`src/logic/cpu_consts.svh`:
```
`ifndef CPU_CONSTS_SVH
`define CPU_CONSTS_SVH

// Datapath widths.
`define ADDR_WIDTH    16
`define DATA_WIDTH    32

// Register file.
`define REG_COUNT     32
`define REG_IDX_WIDTH 5

`define OPCODE_WIDTH  6
`define RESET_PC      'h0000

`endif

```
`src/logic/isa_pkg.sv`:
```
`include "cpu_consts.svh"

package isa_pkg;

  typedef enum logic [`OPCODE_WIDTH-1:0] {
    OP_ADD  = 'd0,
    OP_SUB  = 'd1,
    OP_AND  = 'd2,
    OP_OR   = 'd3,
    OP_ADDI = 'd4,
    OP_LW   = 'd5,
    OP_SW   = 'd6,
    OP_BEQ  = 'd7,
    OP_JMP  = 'd8,
    OP_HALT = 'd9
  } opcode_e;

  typedef struct packed {
    opcode_e                                                  opcode;
    logic [`REG_IDX_WIDTH-1:0]                                rd;
    logic [`REG_IDX_WIDTH-1:0]                                ra;
    logic [`REG_IDX_WIDTH-1:0]                                rb;
    logic signed [`DATA_WIDTH-`OPCODE_WIDTH-3*`REG_IDX_WIDTH-1:0] imm;
  } instr_t;

  // Opcodes that write rd. Register 0 never counts as a destination.
  function automatic logic writes_reg(instr_t instr);
    return (instr.rd != '0) &&
           (instr.opcode inside {OP_ADD, OP_SUB, OP_AND, OP_OR, OP_ADDI, OP_LW});
  endfunction

endpackage

```
`src/logic/pipe_pkg.sv`:
```
`include "cpu_consts.svh"

package pipe_pkg;

  // ****************************************
  // Stage-to-stage items.
  // ****************************************

  typedef struct packed {
    logic                      valid;
    logic [`ADDR_WIDTH-1:0]    pc;
    isa_pkg::instr_t           instr;
    logic [`DATA_WIDTH-1:0]    ra_val;
    logic [`DATA_WIDTH-1:0]    rb_val;
  } dec_ex_t;

  typedef struct packed {
    logic                      valid;
    logic [`ADDR_WIDTH-1:0]    pc;
    isa_pkg::opcode_e          opcode;
    logic [`REG_IDX_WIDTH-1:0] rd;
    logic                      wr_en;
    logic [`DATA_WIDTH-1:0]    result;
    logic [`DATA_WIDTH-1:0]    store_data;
  } ex_mem_t;

  // ****************************************
  // Memory bus and retire trace.
  // ****************************************

  typedef struct packed {
    logic                      rd;
    logic                      wr;
    logic                      is_instr;
    logic [`ADDR_WIDTH-1:0]    addr;
    logic [`DATA_WIDTH-1:0]    wdata;
  } mem_req_t;

  typedef struct packed {
    logic                      valid;
    logic                      is_instr;
    logic [`DATA_WIDTH-1:0]    data;
  } mem_rsp_t;

  typedef struct packed {
    logic                      valid;
    logic [`ADDR_WIDTH-1:0]    pc;
    logic                      wr_en;
    logic [`REG_IDX_WIDTH-1:0] rd;
    logic [`DATA_WIDTH-1:0]    data;
  } retire_t;

endpackage

```
`src/logic/fetch_unit.sv`:
```
`timescale 1ns/1ps
`include "cpu_consts.svh"

module fetch_unit (
  input  logic                   clk_i,
  input  logic                   rst_i,
  input  logic                   redirect_i,
  input  logic [`ADDR_WIDTH-1:0] target_i,
  input  logic                   grant_i,
  input  pipe_pkg::mem_rsp_t     rsp_i,
  input  logic                   stall_i,
  output pipe_pkg::mem_req_t     req_o,
  output logic                   instr_valid_o,
  output isa_pkg::instr_t        instr_o,
  output logic [`ADDR_WIDTH-1:0] pc_o
);

  import isa_pkg::*;

  logic [`ADDR_WIDTH-1:0] pc_q;
  logic                   run_q;
  logic                   halted_q;
  logic                   pending_q;
  logic                   stale_q;
  logic                   hold_valid_q;
  instr_t                 hold_instr_q;
  logic [`ADDR_WIDTH-1:0] hold_pc_q;
  instr_t                 rsp_instr;
  logic                   rsp_hit;
  logic                   fill;

  assign rsp_instr = instr_t'(rsp_i.data);
  assign rsp_hit   = rsp_i.valid && rsp_i.is_instr;
  assign fill      = rsp_hit && !stale_q && !redirect_i;

  // One read at a time, only into an empty holding register.
  always_comb begin
    req_o          = '0;
    req_o.rd       = run_q && !halted_q && !pending_q && !hold_valid_q;
    req_o.is_instr = 1'b1;
    req_o.addr     = pc_q;
  end

  always_ff @(posedge clk_i) begin
    if (!rst_i) begin
      pc_q         <= `RESET_PC;
      run_q        <= 1'b0;
      halted_q     <= 1'b0;
      pending_q    <= 1'b0;
      stale_q      <= 1'b0;
      hold_valid_q <= 1'b0;
    end else begin
      run_q <= 1'b1;
      if (grant_i) begin
        pending_q <= 1'b1;
      end else if (rsp_hit) begin
        pending_q <= 1'b0;
        stale_q   <= 1'b0;
      end
      if (redirect_i) begin
        pc_q         <= target_i;
        halted_q     <= 1'b0;
        hold_valid_q <= 1'b0;
        // The read in flight belongs to the old path.
        if (grant_i || (pending_q && !rsp_hit)) begin
          stale_q <= 1'b1;
        end
      end else if (fill) begin
        pc_q         <= pc_q + `ADDR_WIDTH'(4);
        hold_valid_q <= 1'b1;
        halted_q     <= (rsp_instr.opcode == OP_HALT);
        hold_instr_q <= rsp_instr;
        hold_pc_q    <= pc_q;
      end else if (!stall_i) begin
        hold_valid_q <= 1'b0;
      end
    end
  end

  assign instr_valid_o = hold_valid_q;
  assign instr_o       = hold_instr_q;
  assign pc_o          = hold_pc_q;

  // A returning instruction never lands on a full holding register.
  assert property (@(posedge clk_i) disable iff (!rst_i)
    fill |-> !hold_valid_q);

endmodule

```
`src/logic/reg_bank.sv`:
```
`timescale 1ns/1ps
`include "cpu_consts.svh"

module reg_bank (
  input  logic                      clk_i,
  input  logic                      rst_i,
  input  logic [`REG_IDX_WIDTH-1:0] ra_idx_i,
  input  logic [`REG_IDX_WIDTH-1:0] rb_idx_i,
  input  logic                      wr_en_i,
  input  logic [`REG_IDX_WIDTH-1:0] wr_idx_i,
  input  logic [`DATA_WIDTH-1:0]    wr_data_i,
  output logic [`DATA_WIDTH-1:0]    ra_data_o,
  output logic [`DATA_WIDTH-1:0]    rb_data_o
);

  logic [`DATA_WIDTH-1:0] regs_q [`REG_COUNT];

  always_ff @(posedge clk_i) begin
    if (!rst_i) begin
      for (int i = 0; i < `REG_COUNT; i++) begin
        regs_q[i] <= '0;
      end
    end else if (wr_en_i && (wr_idx_i != '0)) begin
      regs_q[wr_idx_i] <= wr_data_i;
    end
  end

  // Register 0 reads as zero.
  assign ra_data_o = (ra_idx_i == '0) ? '0 : regs_q[ra_idx_i];
  assign rb_data_o = (rb_idx_i == '0) ? '0 : regs_q[rb_idx_i];

endmodule

```
`src/logic/decode_unit.sv`:
```
`timescale 1ns/1ps
`include "cpu_consts.svh"

module decode_unit (
  input  logic                      clk_i,
  input  logic                      rst_i,
  input  logic                      instr_valid_i,
  input  isa_pkg::instr_t           instr_i,
  input  logic [`ADDR_WIDTH-1:0]    pc_i,
  input  logic                      redirect_i,
  input  logic                      busy_i,
  input  logic [`DATA_WIDTH-1:0]    ra_data_i,
  input  logic [`DATA_WIDTH-1:0]    rb_data_i,
  input  logic                      retire_wr_i,
  input  logic [`REG_IDX_WIDTH-1:0] retire_idx_i,
  output logic                      stall_o,
  output logic [`REG_IDX_WIDTH-1:0] ra_idx_o,
  output logic [`REG_IDX_WIDTH-1:0] rb_idx_o,
  output pipe_pkg::dec_ex_t         ex_o
);

  import isa_pkg::*;

  logic [`REG_COUNT-1:0] pending_q;
  logic                  uses_ra;
  logic                  uses_rb;
  logic                  writes;
  logic                  hazard;
  logic                  accept;

  assign uses_ra = instr_i.opcode inside {OP_ADD, OP_SUB, OP_AND, OP_OR, OP_ADDI,
                                          OP_LW, OP_SW, OP_BEQ};
  assign uses_rb = instr_i.opcode inside {OP_ADD, OP_SUB, OP_AND, OP_OR, OP_SW, OP_BEQ};
  assign writes  = writes_reg(instr_i);

  // Sources wait for older writes. A second writer to the same rd waits too.
  assign hazard = (uses_ra && pending_q[instr_i.ra]) ||
                  (uses_rb && pending_q[instr_i.rb]) ||
                  (writes && pending_q[instr_i.rd]);

  assign stall_o  = busy_i || hazard;
  assign accept   = instr_valid_i && !stall_o && !redirect_i;
  assign ra_idx_o = instr_i.ra;
  assign rb_idx_o = instr_i.rb;

  // ****************************************
  // Scoreboard.
  // ****************************************

  always_ff @(posedge clk_i) begin
    if (!rst_i) begin
      pending_q <= '0;
    end else begin
      if (retire_wr_i) begin
        pending_q[retire_idx_i] <= 1'b0;
      end
      if (accept && writes) begin
        pending_q[instr_i.rd] <= 1'b1;
      end
    end
  end

  always_ff @(posedge clk_i) begin
    if (!rst_i) begin
      ex_o.valid <= 1'b0;
    end else begin
      if (redirect_i) begin
        ex_o.valid <= 1'b0;
      end else if (!busy_i) begin
        ex_o.valid <= accept;
      end
      if (accept) begin
        ex_o.pc     <= pc_i;
        ex_o.instr  <= instr_i;
        ex_o.ra_val <= ra_data_i;
        ex_o.rb_val <= rb_data_i;
      end
    end
  end

  assert property (@(posedge clk_i) disable iff (!rst_i) !pending_q[0]);

  // Every write that retires was issued through the scoreboard.
  assert property (@(posedge clk_i) disable iff (!rst_i)
    retire_wr_i |-> pending_q[retire_idx_i]);

endmodule

```
`src/logic/execute_unit.sv`:
```
`timescale 1ns/1ps
`include "cpu_consts.svh"

module execute_unit (
  input  logic                   clk_i,
  input  logic                   rst_i,
  input  pipe_pkg::dec_ex_t      ex_i,
  input  logic                   busy_i,
  output logic                   redirect_o,
  output logic [`ADDR_WIDTH-1:0] target_o,
  output pipe_pkg::ex_mem_t      mem_o
);

  import isa_pkg::*;

  logic [`DATA_WIDTH-1:0] imm_ext;
  logic [`DATA_WIDTH-1:0] result;
  logic                   taken;

  assign imm_ext = `DATA_WIDTH'(signed'(ex_i.instr.imm));

  // ALU result, or the address for loads and stores.
  always_comb begin
    case (ex_i.instr.opcode)
      OP_ADD:                result = ex_i.ra_val + ex_i.rb_val;
      OP_SUB:                result = ex_i.ra_val - ex_i.rb_val;
      OP_AND:                result = ex_i.ra_val & ex_i.rb_val;
      OP_OR:                 result = ex_i.ra_val | ex_i.rb_val;
      OP_ADDI, OP_LW, OP_SW: result = ex_i.ra_val + imm_ext;
      default:               result = '0;
    endcase
  end

  always_comb begin
    taken    = 1'b0;
    target_o = ex_i.pc + {imm_ext[`ADDR_WIDTH-3:0], 2'b00};
    if (ex_i.instr.opcode == OP_JMP) begin
      taken    = 1'b1;
      target_o = `ADDR_WIDTH'({ex_i.instr.imm, 2'b00});
    end else if (ex_i.instr.opcode == OP_BEQ) begin
      taken = (ex_i.ra_val == ex_i.rb_val);
    end
  end

  // Pulses once, in the cycle the branch moves on.
  assign redirect_o = ex_i.valid && !busy_i && taken;

  always_ff @(posedge clk_i) begin
    if (!rst_i) begin
      mem_o.valid <= 1'b0;
    end else if (!busy_i) begin
      mem_o.valid      <= ex_i.valid;
      mem_o.pc         <= ex_i.pc;
      mem_o.opcode     <= ex_i.instr.opcode;
      mem_o.rd         <= ex_i.instr.rd;
      mem_o.wr_en      <= writes_reg(ex_i.instr);
      mem_o.result     <= result;
      mem_o.store_data <= ex_i.rb_val;
    end
  end

endmodule

```
`src/logic/mem_unit.sv`:
```
`timescale 1ns/1ps
`include "cpu_consts.svh"

module mem_unit (
  input  logic                      clk_i,
  input  logic                      rst_i,
  input  pipe_pkg::ex_mem_t         mem_i,
  input  logic                      grant_i,
  input  pipe_pkg::mem_rsp_t        rsp_i,
  output pipe_pkg::mem_req_t        req_o,
  output logic                      busy_o,
  output logic                      wb_en_o,
  output logic [`REG_IDX_WIDTH-1:0] wb_idx_o,
  output logic [`DATA_WIDTH-1:0]    wb_data_o,
  output pipe_pkg::retire_t         retire_o
);

  import isa_pkg::*;

  typedef enum logic [1:0] {
    IDLE,
    REQ,
    WAIT
  } state_e;

  state_e state_q;
  logic   is_load;
  logic   is_store;
  logic   rsp_hit;
  logic   done;

  assign is_load  = mem_i.valid && (mem_i.opcode == OP_LW);
  assign is_store = mem_i.valid && (mem_i.opcode == OP_SW);
  assign rsp_hit  = rsp_i.valid && !rsp_i.is_instr;

  // Stores end on their grant, loads on the data response.
  assign done   = ((state_q == REQ) && grant_i && is_store) ||
                  ((state_q == WAIT) && rsp_hit);
  assign busy_o = (is_load || is_store) && !done;

  always_comb begin
    req_o       = '0;
    req_o.rd    = (state_q == REQ) && is_load;
    req_o.wr    = (state_q == REQ) && is_store;
    req_o.addr  = mem_i.result[`ADDR_WIDTH-1:0];
    req_o.wdata = mem_i.store_data;
  end

  always_ff @(posedge clk_i) begin
    if (!rst_i) begin
      state_q        <= IDLE;
      retire_o.valid <= 1'b0;
    end else begin
      retire_o.valid <= 1'b0;
      case (state_q)
        IDLE: begin
          if (is_load || is_store) begin
            state_q <= REQ;
          end else begin
            retire_o.valid <= mem_i.valid;
          end
        end
        REQ: begin
          if (grant_i && is_load) begin
            state_q <= WAIT;
          end else if (grant_i) begin
            state_q        <= IDLE;
            retire_o.valid <= 1'b1;
          end
        end
        WAIT: begin
          if (rsp_hit) begin
            state_q        <= IDLE;
            retire_o.valid <= 1'b1;
          end
        end
        default: state_q <= IDLE;
      endcase
      retire_o.pc    <= mem_i.pc;
      retire_o.wr_en <= mem_i.wr_en;
      retire_o.rd    <= mem_i.rd;
      retire_o.data  <= (state_q == WAIT) ? rsp_i.data : mem_i.result;
    end
  end

  assign wb_en_o   = retire_o.valid && retire_o.wr_en;
  assign wb_idx_o  = retire_o.rd;
  assign wb_data_o = retire_o.data;

  assert property (@(posedge clk_i) disable iff (!rst_i)
    (state_q == WAIT) |-> !retire_o.valid);

endmodule

```
`src/logic/bus_arbiter.sv`:
```
`timescale 1ns/1ps

module bus_arbiter (
  input  logic               clk_i,
  input  logic               rst_i,
  input  pipe_pkg::mem_req_t fetch_req_i,
  input  pipe_pkg::mem_req_t data_req_i,
  input  pipe_pkg::mem_rsp_t rsp_i,
  output logic               fetch_grant_o,
  output logic               data_grant_o,
  output pipe_pkg::mem_req_t bus_req_o
);

  logic outstanding_q;
  logic data_wants;

  // Memory unit has fixed priority over fetch.
  assign data_wants    = data_req_i.rd || data_req_i.wr;
  assign data_grant_o  = !outstanding_q && data_wants;
  assign fetch_grant_o = !outstanding_q && !data_wants && fetch_req_i.rd;

  always_comb begin
    bus_req_o = '0;
    if (data_grant_o) begin
      bus_req_o = data_req_i;
    end else if (fetch_grant_o) begin
      bus_req_o = fetch_req_i;
    end
  end

  always_ff @(posedge clk_i) begin
    if (!rst_i) begin
      outstanding_q <= 1'b0;
    end else if (rsp_i.valid) begin
      outstanding_q <= 1'b0;
    end else if (bus_req_o.rd) begin
      outstanding_q <= 1'b1;
    end
  end

  // The granted unit matches the tag on the bus.
  assert property (@(posedge clk_i) disable iff (!rst_i)
    (fetch_grant_o || data_grant_o) |-> (bus_req_o.is_instr == fetch_grant_o));

  // A response only ends a read that was granted.
  assert property (@(posedge clk_i) disable iff (!rst_i)
    rsp_i.valid |-> outstanding_q);

endmodule

```
`src/logic/cpu.sv`:
```
`timescale 1ns/1ps
`include "cpu_consts.svh"

module cpu (
  input  logic               clk_i,
  input  logic               rst_i,
  input  pipe_pkg::mem_rsp_t mem_rsp_i,
  output pipe_pkg::mem_req_t mem_req_o,
  output pipe_pkg::retire_t  retire_o
);

  import isa_pkg::*;
  import pipe_pkg::*;

  // ****************************************
  // Interconnect.
  // ****************************************

  mem_req_t                  fetch_req;
  mem_req_t                  data_req;
  logic                      fetch_grant;
  logic                      data_grant;
  logic                      redirect;
  logic [`ADDR_WIDTH-1:0]    target;
  logic                      stall;
  logic                      instr_valid;
  instr_t                    instr;
  logic [`ADDR_WIDTH-1:0]    instr_pc;
  logic [`REG_IDX_WIDTH-1:0] ra_idx;
  logic [`REG_IDX_WIDTH-1:0] rb_idx;
  logic [`DATA_WIDTH-1:0]    ra_data;
  logic [`DATA_WIDTH-1:0]    rb_data;
  dec_ex_t                   dec_ex;
  ex_mem_t                   ex_mem;
  logic                      busy;
  logic                      wb_en;
  logic [`REG_IDX_WIDTH-1:0] wb_idx;
  logic [`DATA_WIDTH-1:0]    wb_data;

  fetch_unit fetch_unit (
    .clk_i         (clk_i),
    .rst_i         (rst_i),
    .redirect_i    (redirect),
    .target_i      (target),
    .grant_i       (fetch_grant),
    .rsp_i         (mem_rsp_i),
    .stall_i       (stall),
    .req_o         (fetch_req),
    .instr_valid_o (instr_valid),
    .instr_o       (instr),
    .pc_o          (instr_pc)
  );

  reg_bank reg_bank (
    .clk_i     (clk_i),
    .rst_i     (rst_i),
    .ra_idx_i  (ra_idx),
    .rb_idx_i  (rb_idx),
    .wr_en_i   (wb_en),
    .wr_idx_i  (wb_idx),
    .wr_data_i (wb_data),
    .ra_data_o (ra_data),
    .rb_data_o (rb_data)
  );

  decode_unit decode_unit (
    .clk_i         (clk_i),
    .rst_i         (rst_i),
    .instr_valid_i (instr_valid),
    .instr_i       (instr),
    .pc_i          (instr_pc),
    .redirect_i    (redirect),
    .busy_i        (busy),
    .ra_data_i     (ra_data),
    .rb_data_i     (rb_data),
    .retire_wr_i   (wb_en),
    .retire_idx_i  (wb_idx),
    .stall_o       (stall),
    .ra_idx_o      (ra_idx),
    .rb_idx_o      (rb_idx),
    .ex_o          (dec_ex)
  );

  execute_unit execute_unit (
    .clk_i      (clk_i),
    .rst_i      (rst_i),
    .ex_i       (dec_ex),
    .busy_i     (busy),
    .redirect_o (redirect),
    .target_o   (target),
    .mem_o      (ex_mem)
  );

  mem_unit mem_unit (
    .clk_i     (clk_i),
    .rst_i     (rst_i),
    .mem_i     (ex_mem),
    .grant_i   (data_grant),
    .rsp_i     (mem_rsp_i),
    .req_o     (data_req),
    .busy_o    (busy),
    .wb_en_o   (wb_en),
    .wb_idx_o  (wb_idx),
    .wb_data_o (wb_data),
    .retire_o  (retire_o)
  );

  bus_arbiter bus_arbiter (
    .clk_i         (clk_i),
    .rst_i         (rst_i),
    .fetch_req_i   (fetch_req),
    .data_req_i    (data_req),
    .rsp_i         (mem_rsp_i),
    .fetch_grant_o (fetch_grant),
    .data_grant_o  (data_grant),
    .bus_req_o     (mem_req_o)
  );

endmodule

```
`config.mk`:
```
export PLATFORM = sky130hd
export DESIGN_NAME = cpu
export DESIGN_NICKNAME = d
export VERILOG_FILES = /design/src/logic/isa_pkg.sv /design/src/logic/pipe_pkg.sv /design/src/logic/fetch_unit.sv /design/src/logic/reg_bank.sv /design/src/logic/decode_unit.sv /design/src/logic/execute_unit.sv /design/src/logic/mem_unit.sv /design/src/logic/bus_arbiter.sv /design/src/logic/cpu.sv
export VERILOG_INCLUDE_DIRS = /design/src /design/src/logic
export SDC_FILE = /design/constraint.sdc
export NUM_CORES = 2
export LEC_CHECK = 0
export BUFFER_PORTS_ARGS = -buffer_cell sky130_fd_sc_hd__buf_2
export CAP_MARGIN = 20
export CORE_MARGIN = 2
export CORE_UTILIZATION = 30
export CTS_CLUSTER_SIZE = 16
export DETAILED_ROUTE_END_ITERATION = 8
export HOLD_SLACK_MARGIN = 0.1
export PLACE_DENSITY_LB_ADDON = 0.25
export SETUP_SLACK_MARGIN = 0.1
export SYNTH_ARGS = -nofsm -noshare
export SYNTH_HDL_FRONTEND = slang
export SYNTH_HIERARCHICAL = 1
export SYNTH_SLANG_ARGS = --single-unit
```
`constraint.sdc`:
```
create_clock -name clk_i -period 23.9 [get_ports clk_i]
set_input_delay 1.195 -clock clk_i [delete_from_list [all_inputs] [get_ports clk_i]]
set_output_delay 1.195 -clock clk_i [all_outputs]
set_load 0.02 [all_outputs]
```
==> flow_metrics.py <==
metrics = {
    "outcome": {
        "run_status": "complete, no violations",
    },
    "worst_setup_path": {
        "startpoint_type": "flip-flop",
        "worst_setup_path_startpoint": "fetch_unit/instr_o[11]",
        "timing.critical_path.required_ps": 24430,
        "timing.critical_path.to_type": "flip-flop",
        "worst-endpoint-arrival_ps": 6330,
        "crit_fanout": 98,
        "cp_num_buf_inv": 4,
        "rr_startpoint": "fetch_unit/instr_o[11]",
        "path_class": "reg -> reg",
        "crit_path_frequent_cell": "sky130_fd_sc_hd__buf_4",
        "worst-r2r-setup-slack_ps": 18100,
        "timing.critical_path.slowest_stage_cell": "sky130_fd_sc_hd__a2111oi_1",
        "cp_cell_sequence": "buf_4 > buf_4 > buf_4 > buf_12 > mux4_2 > a22o_1 > a2111oi_1 > nor3_1",
        "crit_path_max_incr_delay_ps": 920,
        "cp_top_family": "buffers and inverters",
    },
    "logic_synthesis": {
        "yosys_warnings": 6,
        "synthesis.area_per_instance_um2": 13.9,
        "syn-instance-count": 5465,
        "post_synth_instance_area_um2": 76000,
    },
    "floorplan": {
        "dieArea_um2": 257000,
        "placement_rows": 184,
        "initial_utilization_pct": 30.2,
        "dieHeight_um": 507,
        "core_region_area_um2": 252000,
        "floorplan.io_pins": 142,
        "dieWidth_um": 507,
    },
    "cells_and_area": {
        "sequential_cell_area_um2": 40800,
        "filler_cell_count": 24200,
        "post_route_cells_drive_above_1_share_pct": 22.1,
        "area_growth_syn_to_layout_pct": 11.7,
        "stdcell_area_um2": 84900,
        "multiInputGateArea_um2": 32400,
        "final_net_count": 5577,
    },
    "sta": {
        "period_minus_slack_ps": 5800,
        "setup_violators_final": 0,
        "grt_setup_unrepaired": "no",
        "final-hold-violation-count": 0,
        "worst_slew_margin_rel_pct": 22.8,
        "fin_worst_hold_slack_ps": 416,
        "tightest_slew_ps": 1150,
        "max_clock_freq_mhz": 172,
        "timing.clock.skew_ps": 35.4,
        "tns_ps": 0,
        "timing.final.crit_share_pct": 24.3,
        "final_max_slew_viol_count": 0,
    },
    "grt": {
        "busiest_layer": "met2",
        "grt.met2_usage_pct": 33.2,
        "number_of_antenna_violations_at_the_first_check_in_global_routing": 39,
        "grt_overflow_total": 0,
        "groute.layer.met3.usage_pct": 4.07,
        "globalRouteTotalUtil_pct": 21.8,
        "groute.layer.met1.usage_pct": 30.5,
        "grt_max_degree": 112,
        "via_count_of_the_first_global_routing_pass": 49100,
        "grt_first_pass_wirelength_um": 396000,
    },
    "pwr": {
        "power.ir.vdd_worst_uv": 81.1,
        "power_density_nw_per_um2": 66.9,
        "p_leak_nw": 30.1,
    },
    "clock_tree": {
        "tritoncts": "yes",
        "path_clk_slew_ps": 60,
        "clock_path_buffers": 3,
        "post_cts.repair.setup_buffers": 0,
        "cts.root.buffer_cell": "sky130_fd_sc_hd__clkbuf_16",
        "clk_latency_ps": 820,
        "cts_repair_resize_count": 0,
        "numCtsBuffers": 152,
        "clock-sinks": 1379,
        "post_cts_hold_buffer_count": 0,
        "clock_tree.htree_level_count": 4,
    },
    "worst_hold_path": {
        "hp-start": "fetch_unit/instr_o[3]",
        "min-delay-path-class": "reg -> reg",
    },
    "route": {
        "drt_first_iter_violations": 6764,
        "route.detailed.drc": 0,
        "route.detailed.wl_per_inst_um": 32.2,
        "detail_route.wirelength_um": 286000,
        "vias_per_cell": 5.62,
        "route.vias.total": 50000,
        "route.antenna.remaining_nets": 0,
        "first_pass_iters": 5,
    },
    "placed_design": {
        "buffer_ports.inserted": 141,
        "gpl.final_weighted_congestion": 0.908,
        "dpl.hpwl_um": 172000,
        "post_dp_cell_area_um2": 79900,
    },
    "flow_run": {
        "maxCapViolations": 0,
    },
}
==> where the power goes <==
part / total, mW / switching (mW) / internal, mW / leakage [nW]
registers: 2.79 / 0.0581 / 2.73 / 13.9
clock network: 2.35 / 1.04 / 1.32 / 2.38
logic: 0.539 / 0.346 / 0.193 / 13.9
total: 5.68 / 1.44 / 4.24 / 30.1
==> area by class of cell <==
type,count,area share [%]
Multi-Input combinational cell,3429,38.1
Sequential cell,1379,48.1
Antenna cell,17,0.0501
Timing Repair Buffer,324,2.57
Tap cell,3348,4.94
Inverter,109,0.482
Clock buffer,177,4.69
Clock inverter,101,1.05
==> through the flow <==
stage	setup slack [ps]	power, mW	std cells	utilization (%)
2_1_floorplan	16480	3.15	5528	-
3_3_place_gp	17900	3.36	8586	31.8
3_5_place_dp	18090	3.37	8588	31.8
4_1_cts	18120	5.72	8866	33.7
5_1_grt	17700	5.84	8871	33.7
6_report	18100	5.68	8884	33.7
==> cells in the final DEF (no fill, tap or decap), types with 58 or more instances in the layout <==
cell and instances:
sky130_fd_sc_hd__edfxtp_1 1320, sky130_fd_sc_hd__and2_1 1004, sky130_fd_sc_hd__mux4_2 491, sky130_fd_sc_hd__mux2i_1 177
sky130_fd_sc_hd__buf_4 174, sky130_fd_sc_hd__a21oi_1 158, sky130_fd_sc_hd__clkbuf_16 155, sky130_fd_sc_hd__ha_1 143
sky130_fd_sc_hd__buf_2 141, sky130_fd_sc_hd__nor2_1 119, sky130_fd_sc_hd__o21ai_0 115, sky130_fd_sc_hd__inv_1 107
sky130_fd_sc_hd__o22ai_1 91, sky130_fd_sc_hd__nand2_1 81, sky130_fd_sc_hd__nor3_1 76, sky130_fd_sc_hd__conb_1 67
sky130_fd_sc_hd__dfxtp_1 58
==> layer usage <==
layer	wire (µm)	up-vias	share of wire, %
met3	26300	466	9.2
li1	-	20600	-
met5	7	-	0.0024
met1	120000	26100	42
met2	128000	2765	45
met4	12400	2	4.3
==> flip-flops by register name (all words and copies together) (netlist names), 2 cells and up <==
register / cells
reg_bank/regs_q: 1024
decode_unit/ex_o: 103
execute_unit/mem_o: 93
decode_unit/pending_q: 32
fetch_unit/instr_o: 32
mem_unit/wb_data_o: 32
mem_unit/retire_o: 18
fetch_unit/pc_o: 16
fetch_unit/pc_q: 16
mem_unit/wb_idx_o: 5
mem_unit/state_q: 2
==> worst paths after layout <==
check	end	cells after the start
hold / removal	decode_unit/ex_o[67]	0
hold reg to reg	decode_unit/ex_o[67]	0
setup reg to reg	decode_unit/ex_o[26]	8
setup / recovery	decode_unit/ex_o[26]	8
(Power assumes the default switching activity.)
